[src/design/spi_slave_cfg.svh]
`ifndef SPI_SLAVE_CFG_SVH
`define SPI_SLAVE_CFG_SVH

// ---------------------------------------------------------------------------
// SPI slave build constants
// ---------------------------------------------------------------------------

// Bits per SPI word, shifted MSB first
`define SPI_WORD_BITS 8

// Flip-flops in each pin synchronizer chain
`define SPI_SYNC_STAGES 2

`endif
[src/design/spi_slave_pkg.sv]
`default_nettype none

`include "spi_slave_cfg.svh"

package spi_slave_pkg;

    // One SPI word, used for both the transmit and the receive side
    typedef logic [`SPI_WORD_BITS-1:0] spi_word_t;

    // Controller states
    // ST_IDLE  waiting for SS_N to fall
    // ST_SHIFT counting SCLK rises within a word
    // ST_DONE  one cycle after the last bit of a word
    typedef enum logic [1:0] {
        ST_IDLE  = 2'd0,
        ST_SHIFT = 2'd1,
        ST_DONE  = 2'd2
    } slave_state_t;

endpackage

`default_nettype wire

[src/design/spi_line_if.sv]
`default_nettype none

// Synchronized pin events, all in the spiClk_internal domain
interface spi_line_if;

    // One-cycle pulses on SCLK edges
    logic sclk_rise;
    logic sclk_fall;

    // MOSI level, delayed to line up with the SCLK pulses
    logic mosi_bit;

    // High while SS_N is low after synchronization
    logic selected;

    // One-cycle pulses on SS_N falling and rising
    logic frame_start;
    logic frame_end;

    // Synchronizer side drives everything
    modport sync_mp (
        output sclk_rise, sclk_fall, mosi_bit, selected, frame_start, frame_end
    );

    // Controller needs the clock and frame events
    modport ctrl_mp (
        input sclk_rise, sclk_fall, selected, frame_start, frame_end
    );

    // Receive shifter only samples the data line
    modport rx_mp (input mosi_bit);

endinterface

`default_nettype wire

[src/design/spi_slave_top.sv]
`default_nettype none

module spi_slave_top (
    input  logic       spiClk_internal,
    input  logic       rst_n_i,
    input  logic       sclk_i,
    input  logic       mosi_i,
    input  logic       ss_n_i,
    input  logic [7:0] tx_data_i,
    output logic       miso_o,
    output logic       tx_load_o,
    output logic       rx_valid_o,
    output logic       busy_o,
    output logic [7:0] rx_data_o
);

    // Controller strobes to the shifters
    logic load_word;
    logic shift_out;
    logic sample_in;
    logic word_done;

    // Raw bit from the transmit shifter
    logic tx_miso;

    // Synchronized pin events
    spi_line_if u_line ();

    // ------------------------------------------------------------------------
    // Pin synchronizer and controller
    // ------------------------------------------------------------------------
    spi_pin_sync u_pin_sync (
        .spiClk_internal (spiClk_internal),
        .rst_n_i         (rst_n_i),
        .sclk_i          (sclk_i),
        .mosi_i          (mosi_i),
        .ss_n_i          (ss_n_i),
        .line_o          (u_line.sync_mp)
    );

    spi_slave_ctrl u_ctrl (
        .spiClk_internal (spiClk_internal),
        .rst_n_i         (rst_n_i),
        .line_i          (u_line.ctrl_mp),
        .load_word_o     (load_word),
        .shift_out_o     (shift_out),
        .sample_in_o     (sample_in),
        .word_done_o     (word_done),
        .busy_o          (busy_o)
    );

    // ------------------------------------------------------------------------
    // Data shifters
    // ------------------------------------------------------------------------
    spi_rx_shifter u_rx (
        .spiClk_internal (spiClk_internal),
        .rst_n_i         (rst_n_i),
        .line_i          (u_line.rx_mp),
        .sample_in_i     (sample_in),
        .word_done_i     (word_done),
        .rx_data_o       (rx_data_o),
        .rx_valid_o      (rx_valid_o)
    );

    spi_tx_shifter u_tx (
        .spiClk_internal (spiClk_internal),
        .rst_n_i         (rst_n_i),
        .load_word_i     (load_word),
        .shift_out_i     (shift_out),
        .tx_data_i       (tx_data_i),
        .miso_o          (tx_miso)
    );

    // MISO only carries data inside a frame, the reload after the last word stays hidden
    assign miso_o    = tx_miso & busy_o;
    assign tx_load_o = load_word;

endmodule

`default_nettype wire

[src/design/spi_tx_shifter.sv]
`default_nettype none

`include "spi_slave_cfg.svh"

module spi_tx_shifter (
    input  logic spiClk_internal,
    input  logic rst_n_i,
    input  logic load_word_i,
    input  logic shift_out_i,
    input  spi_slave_pkg::spi_word_t tx_data_i,
    output logic miso_o
);

    // Outgoing word, MSB is the bit on MISO
    spi_slave_pkg::spi_word_t shift_q;

    // ------------------------------------------------------------------------
    // Load and shift
    // ------------------------------------------------------------------------
    always_ff @(posedge spiClk_internal) begin
        if (!rst_n_i) begin
            shift_q <= '0;
        end else if (load_word_i) begin
            // New word wins over a shift in the same cycle
            shift_q <= tx_data_i;
        end else if (shift_out_i) begin
            // Zero fill, so a finished word leaves only zeros behind
            shift_q <= {shift_q[`SPI_WORD_BITS-2:0], 1'b0};
        end
    end

    // Next bit for the master, updated one cycle after each strobe
    assign miso_o = shift_q[`SPI_WORD_BITS-1];

endmodule

`default_nettype wire

[src/design/spi_rx_shifter.sv]
`default_nettype none

`include "spi_slave_cfg.svh"

module spi_rx_shifter (
    input  logic spiClk_internal,
    input  logic rst_n_i,
    spi_line_if.rx_mp line_i,
    input  logic sample_in_i,
    input  logic word_done_i,
    output spi_slave_pkg::spi_word_t rx_data_o,
    output logic rx_valid_o
);

    // Bits arrive MSB first and enter at the LSB
    spi_slave_pkg::spi_word_t shift_q;

    // ------------------------------------------------------------------------
    // Shift register and held output word
    // ------------------------------------------------------------------------
    always_ff @(posedge spiClk_internal) begin
        if (sample_in_i) begin
            shift_q <= {shift_q[`SPI_WORD_BITS-2:0], line_i.mosi_bit};
        end
        // Holds until the next finished word
        if (word_done_i) begin
            rx_data_o <= shift_q;
        end
    end

    // Valid pulse one cycle after word_done
    always_ff @(posedge spiClk_internal) begin
        if (!rst_n_i) begin
            rx_valid_o <= 1'b0;
        end else begin
            rx_valid_o <= word_done_i;
        end
    end

endmodule

`default_nettype wire

[src/design/spi_slave_ctrl.sv]
`default_nettype none

`include "spi_slave_cfg.svh"

module spi_slave_ctrl (
    input  logic spiClk_internal,
    input  logic rst_n_i,
    spi_line_if.ctrl_mp line_i,
    output logic load_word_o,
    output logic shift_out_o,
    output logic sample_in_o,
    output logic word_done_o,
    output logic busy_o
);

    localparam int CNT_BITS = $clog2(`SPI_WORD_BITS);
    localparam logic [CNT_BITS-1:0] BIT_LAST = CNT_BITS'(`SPI_WORD_BITS - 1);

    spi_slave_pkg::slave_state_t state_q;
    spi_slave_pkg::slave_state_t state_d;

    // Rises seen in the current word, wraps to 0 on the last bit
    logic [CNT_BITS-1:0] bit_cnt_q;
    logic [CNT_BITS-1:0] bit_cnt_d;

    // Set for the cycle after ST_DONE when the frame goes on
    logic reload_q;

    // Frame start load or reload for the next word
    logic start_load;

    // ------------------------------------------------------------------------
    // Next state and strobes
    // ------------------------------------------------------------------------
    always_comb begin
        state_d     = state_q;
        bit_cnt_d   = bit_cnt_q;
        start_load  = 1'b0;
        sample_in_o = 1'b0;
        shift_out_o = 1'b0;
        word_done_o = 1'b0;

        case (state_q)
            spi_slave_pkg::ST_IDLE: begin
                if (line_i.frame_start) begin
                    // First word goes onto MISO before the first rise
                    start_load = 1'b1;
                    bit_cnt_d  = '0;
                    state_d    = spi_slave_pkg::ST_SHIFT;
                end
            end

            spi_slave_pkg::ST_SHIFT: begin
                if (line_i.sclk_rise && line_i.selected) begin
                    sample_in_o = 1'b1;
                    bit_cnt_d   = bit_cnt_q + 1'b1;
                    if (bit_cnt_q == BIT_LAST) begin
                        state_d = spi_slave_pkg::ST_DONE;
                    end
                end
                // Count of 0 means the fall after the last rise, MISO already reloaded
                if (line_i.sclk_fall && line_i.selected && bit_cnt_q != '0) begin
                    shift_out_o = 1'b1;
                end
            end

            spi_slave_pkg::ST_DONE: begin
                word_done_o = 1'b1;
                if (line_i.selected) begin
                    state_d = spi_slave_pkg::ST_SHIFT;
                end else begin
                    state_d = spi_slave_pkg::ST_IDLE;
                end
            end

            default: begin
                state_d = spi_slave_pkg::ST_IDLE;
            end
        endcase

        // SS_N rising ends the frame and drops any partial word
        if (line_i.frame_end) begin
            state_d = spi_slave_pkg::ST_IDLE;
        end
    end

    assign load_word_o = start_load | (reload_q & line_i.selected);
    assign busy_o      = (state_q != spi_slave_pkg::ST_IDLE);

    always_ff @(posedge spiClk_internal) begin
        if (!rst_n_i) begin
            state_q   <= spi_slave_pkg::ST_IDLE;
            bit_cnt_q <= '0;
            reload_q  <= 1'b0;
        end else begin
            state_q   <= state_d;
            bit_cnt_q <= bit_cnt_d;
            reload_q  <= (state_q == spi_slave_pkg::ST_DONE) && line_i.selected;
        end
    end

endmodule

`default_nettype wire

[src/design/spi_pin_sync.sv]
`default_nettype none

`include "spi_slave_cfg.svh"

module spi_pin_sync (
    input  logic spiClk_internal,
    input  logic rst_n_i,
    input  logic sclk_i,
    input  logic mosi_i,
    input  logic ss_n_i,
    spi_line_if.sync_mp line_o
);

    localparam int STAGES = `SPI_SYNC_STAGES;

    // Pin bundle order is {ss_n, mosi, sclk}
    // Idle levels: SS_N high, SCLK low
    localparam logic [2:0] PIN_IDLE = 3'b100;

    // All three pins share one synchronizer chain
    logic [2:0] sync_q [STAGES];

    // Synchronized levels at the end of the chain
    logic sclk_s;
    logic mosi_s;
    logic ss_n_s;

    // Previous synchronized levels for edge detection
    logic sclk_d;
    logic ss_n_d;

    assign sclk_s = sync_q[STAGES-1][0];
    assign mosi_s = sync_q[STAGES-1][1];
    assign ss_n_s = sync_q[STAGES-1][2];

    // ------------------------------------------------------------------------
    // Synchronizer chain and edge-detect register
    // ------------------------------------------------------------------------
    always_ff @(posedge spiClk_internal) begin
        if (!rst_n_i) begin
            for (int i = 0; i < STAGES; i++) begin
                sync_q[i] <= PIN_IDLE;
            end
            sclk_d             <= 1'b0;
            ss_n_d             <= 1'b1;
            line_o.sclk_rise   <= 1'b0;
            line_o.sclk_fall   <= 1'b0;
            line_o.mosi_bit    <= 1'b0;
            line_o.selected    <= 1'b0;
            line_o.frame_start <= 1'b0;
            line_o.frame_end   <= 1'b0;
        end else begin
            // First stage samples the asynchronous pins
            sync_q[0] <= {ss_n_i, mosi_i, sclk_i};
            for (int i = 1; i < STAGES; i++) begin
                sync_q[i] <= sync_q[i-1];
            end
            sclk_d <= sclk_s;
            ss_n_d <= ss_n_s;
            // Edge pulses, registered so every event lands STAGES + 1 cycles late
            line_o.sclk_rise   <= sclk_s & ~sclk_d;
            line_o.sclk_fall   <= ~sclk_s & sclk_d;
            // MOSI takes the same extra cycle to stay aligned with sclk_rise
            line_o.mosi_bit    <= mosi_s;
            line_o.selected    <= ~ss_n_s;
            line_o.frame_start <= ss_n_d & ~ss_n_s;
            line_o.frame_end   <= ~ss_n_d & ss_n_s;
        end
    end

endmodule

`default_nettype wire

[config.mk]
export PLATFORM = sky130hd
export DESIGN_NAME = spi_slave_top
export DESIGN_NICKNAME = d
export VERILOG_FILES = /design/src/design/spi_slave_pkg.sv /design/src/design/spi_line_if.sv /design/src/design/spi_slave_top.sv /design/src/design/spi_tx_shifter.sv /design/src/design/spi_rx_shifter.sv /design/src/design/spi_slave_ctrl.sv /design/src/design/spi_pin_sync.sv
export VERILOG_INCLUDE_DIRS = /design/src /design/src/design
export SDC_FILE = /design/constraint.sdc
export NUM_CORES = 1
export LEC_CHECK = 0
export BUFFER_PORTS_ARGS = -buffer_cell sky130_fd_sc_hd__buf_4
export CORE_UTILIZATION = 36
export CTS_BUF_LIST = sky130_fd_sc_hd__clkbuf_4 sky130_fd_sc_hd__clkbuf_8
export DETAILED_ROUTE_END_ITERATION = 16
export SKIP_LAST_GASP = 1
export SYNTH_ARGS = -nofsm -noshare
export SYNTH_HDL_FRONTEND = slang
export SYNTH_SLANG_ARGS = --single-unit
[constraint.sdc]
create_clock -name spiClk_internal -period 1.7 [get_ports spiClk_internal]
set_input_delay 0.085 -clock spiClk_internal [delete_from_list [all_inputs] [get_ports spiClk_internal]]
set_output_delay 0.085 -clock spiClk_internal [all_outputs]
set_load 0.05 [all_outputs]
==> metrics.md <==
| Metric | Value |
|---|---|
| Status | complete, no violations |
| DRC viols | 0 |
| Most frequent cells in the layout | dfxtp_1, buf_4, edfxtp_1, nand3_1 |
| GRT Overall Usage | 0.131 |
| Final hold violations | 0 |
| Router iterations before antenna repair | 4 |
| Initial Utilization | 0.379 |
| Cells after Synth | ~140 |
| Startpoint class of the critical path | flop |
| Nets | 180 |
| Inst Count DP | ~210 |
| Initial DRC count | 62 |
| Fin. max-slew vios | 0 |
| Post-synthesis cell type count | 30 |
| Critical setup path kind | reg2out |
| Final Critical Period | ~1.6 ns |
| Worst Setup SP | u_ctrl.state_q[1]$_SDFFE_PP0P_ |
| R2r worst-path depth | 5 |
| Period utilization | 0.941 |
| Total number of vias | 1,106 |
| Filler Cell Count | 395 |
| Crit path DAT | approximately 1.5 ns |
| Layout cells sized above 1 | 0.267 |
| IO Count | 25 |
| Initial antenna violation count | 0 |
| Skew final | 0.00508 ns |
| Mapped Area | about 0.0017 mm² |
| Area Overhead vs Synth | 21.8% |
| Drt via density | about 5.1 |
| Die area | roughly 0.0049 mm² |
| H-tree Lvls | 2 |
| Placer Congestion | around 0.77 |
| CTS clk-pin slew, worst paths | around 0.07 ns |
| DPL Wire Length | 1930 µm |
| Worst setup path end | tx_load_o |
| Syn Area/Cell | about 12 µm² |
| Syn Nets | 152 |
| CP required | around 1.6 ns |
| Input/output buffers | 24 |
| R2R Path End | u_tx.shift_q[2]$_SDFFE_PN0P_ |
| Largest net degree at the start of global routing | 21 |
| VDD IR max | between 0.0005 and 0.0006 V |
| Setup crit end kind | primary output |
| Worst-Margin Slew | 0.528 ns |
| Later-pin clock latency in the skew report | a little under 0.3 ns |
| Die Ht | about 70 µm |
| Fmax | 625 MHz |
| Cts bufs inserted | 5 |
| Avg WL per Cell | 13.1 µm |
| Worst Hold Class | in2reg |
| First-pass GRT wire length | about 5000 µm |
| CTS Buffer Depth | 2 |
| R2R setup slack | between 0.2 and 0.3 ns |
| Yosys warning total | 0 |
| Post-synthesis sequential area ratio | 0.638 |
| Root buf cell | clkbuf_8 |
| CTS tree | built |
| Drt total wl | between 2000 and 3000 µm |
| Max-cap viol count | 0 |
| Commonest non-fill, non-tap cell in the layout | dfxtp_1 |
| Vias in the first global route | between 1,000 and 1,500 |
| Antenna cell count | 0 |
| CP max FO | 9 |
| Setup TNS Final | 0 ns |
| Rows | 24 |
| Die Wd | 70.0 µm |
| Unrepaired setup endpoints after global routing | false |
| Max_slew headroom | 0.648 |
| R2R Path Start | u_ctrl.bit_cnt_q[0]$_SDFFE_PN0P_ |
| Final ANT Viol Nets | 0 |
| Core area | 0.00438 mm² |
| Fin cells | roughly 220 |
| Cell depth of the worst min-delay path | 3 |
| CTS sink cnt | 45 |
| Leak | 0.782 nW |
| GR Overflow Total | 0 |
| #FFs+latches synth | 45 |
| Setup-failing EPs final | 0 |
| Pwr Density | slightly below 1000 mW/mm² |
-- cells by family (layout without fill, tap and decap cells) --
logic type / after synthesis / after routing / share of synthesized area
AOI/OAI and AO/OA: 29 / 29 / 0.135
adders and majority gates: 3 / 3 / 0.0226
buffers and inverters: 14 / 43 / 0.0414
DFF: 45 / 45 / 0.638
and+or+nand+nor: 45 / 45 / 0.163
-- layer usage --
| metal | wire length (µm) | track usage |
|---|---|---|
| met1 | 1240 | 0.159 |
| met2 | 1380 | 0.202 |
| met3 | 162 | 0.0577 |
| met4 | 57 | 0.0600 |
| met5 | 0 | 0 |
-- flip-flops by register name, indices dropped and copies added, names as in the netlist, 2 cells and up --
register           flops
u_tx.shift_q           8
u_rx.shift_q           8
u_pin_sync.sync_q      6
u_ctrl.bit_cnt_q       3
u_ctrl.state_q         2
u_rx.rx_data_o         8
-- how the worst min path moves through the flow --
| stage | start | endpoint | slack, ns |
|---|---|---|---|
| 2_1_floorplan | rst_n_i | u_pin_sync.ss_n_d$_SDFF_PN1_ | 0.18 |
| 3_3_place_gp | ss_n_i | u_pin_sync.sync_q[0][2]$_SDFF_PN1_ | 0.27 |
| 3_5_place_dp | ss_n_i | u_pin_sync.sync_q[0][2]$_SDFF_PN1_ | 0.27 |
| 4_1_cts | tx_data_i[0] | u_tx.shift_q[0]$_SDFFE_PN0P_ | 0.05 |
| 5_1_grt | tx_data_i[0] | u_tx.shift_q[0]$_SDFFE_PN0P_ | 0.06 |
| 6_report | tx_data_i[0] | u_tx.shift_q[0]$_SDFFE_PN0P_ | 0.06 |
-- power breakdown --
group	internal [W]	switching [W]	total, W
registers	0.00112	0.00000902	0.00113
logic	0.0000422	0.0000375	0.0000797
clock network	0.000449	0.000332	0.000782
total	0.00162	0.000379	0.00199
-- metrics by stage --
step	util	hold WS [ns]	area (µm²)	setup WS (ns)	power, W
after floorplan	-	0.179	1660	0.197	0.00120
after global placement	0.428	0.274	1880	0.276	0.00123
after detailed placement	0.428	0.273	1880	0.112	0.00123
after CTS	0.460	0.0499	2020	0.0675	0.00202
after global routing	0.462	0.0629	2030	0.00780	0.00208
final	0.462	0.0587	2030	0.101	0.00199
-- worst max-delay path: stages, from the launching register on --
cell and delay [ns]:
dfxtp_1 0.37, or3b_1 0.41, and2_4 0.21, inv_1 0.08
buf_6 0.15
-- area by class of cell --
type / count / area (µm²) / share of cell area
well taps: 52 / 65.1 / 0.0321
flip-flops and latches: 45 / 1060 / 0.524
inverters: 6 / 22.5 / 0.0111
clock buffers: 6 / 76.3 / 0.0377
repair buffers: 29 / 229 / 0.113
multi-input cells: 77 / 538 / 0.266
clock inverters: 2 / 33.8 / 0.0167
-- synthesized netlist by cell type, drive strengths merged --
master,count,share of area
dfxtp,29,0.35
nand3,11,0.033
inv,6,0.014
o31ai,2,0.0090
o211ai,1,0.0045
nor2,2,0.0045
or2,1,0.0038
nor2b,3,0.011
and3,1,0.0038
or3b,1,0.0053
a31oi,1,0.0038
o22ai,1,0.0038
and2,10,0.039
nor4,1,0.0038
nand2b,5,0.019
nand2,5,0.011
nor3b,1,0.0045
edfxtp,16,0.29
nand4b,1,0.0053
a21oi,9,0.027
o21ai,8,0.024
ha,3,0.023
clkbuf,4,0.0090
a311oi,7,0.063
buf,4,0.019
and4b,3,0.018
-- repair_timing --
action                     in CTS  in global routing
setup endpoints to repair       0                  8
hold buffers                    3                  0
buffers inserted                0                  0
resized for setup               0                  3
hold endpoints to repair        3                  0
Power figures use the tool's default switching activity.
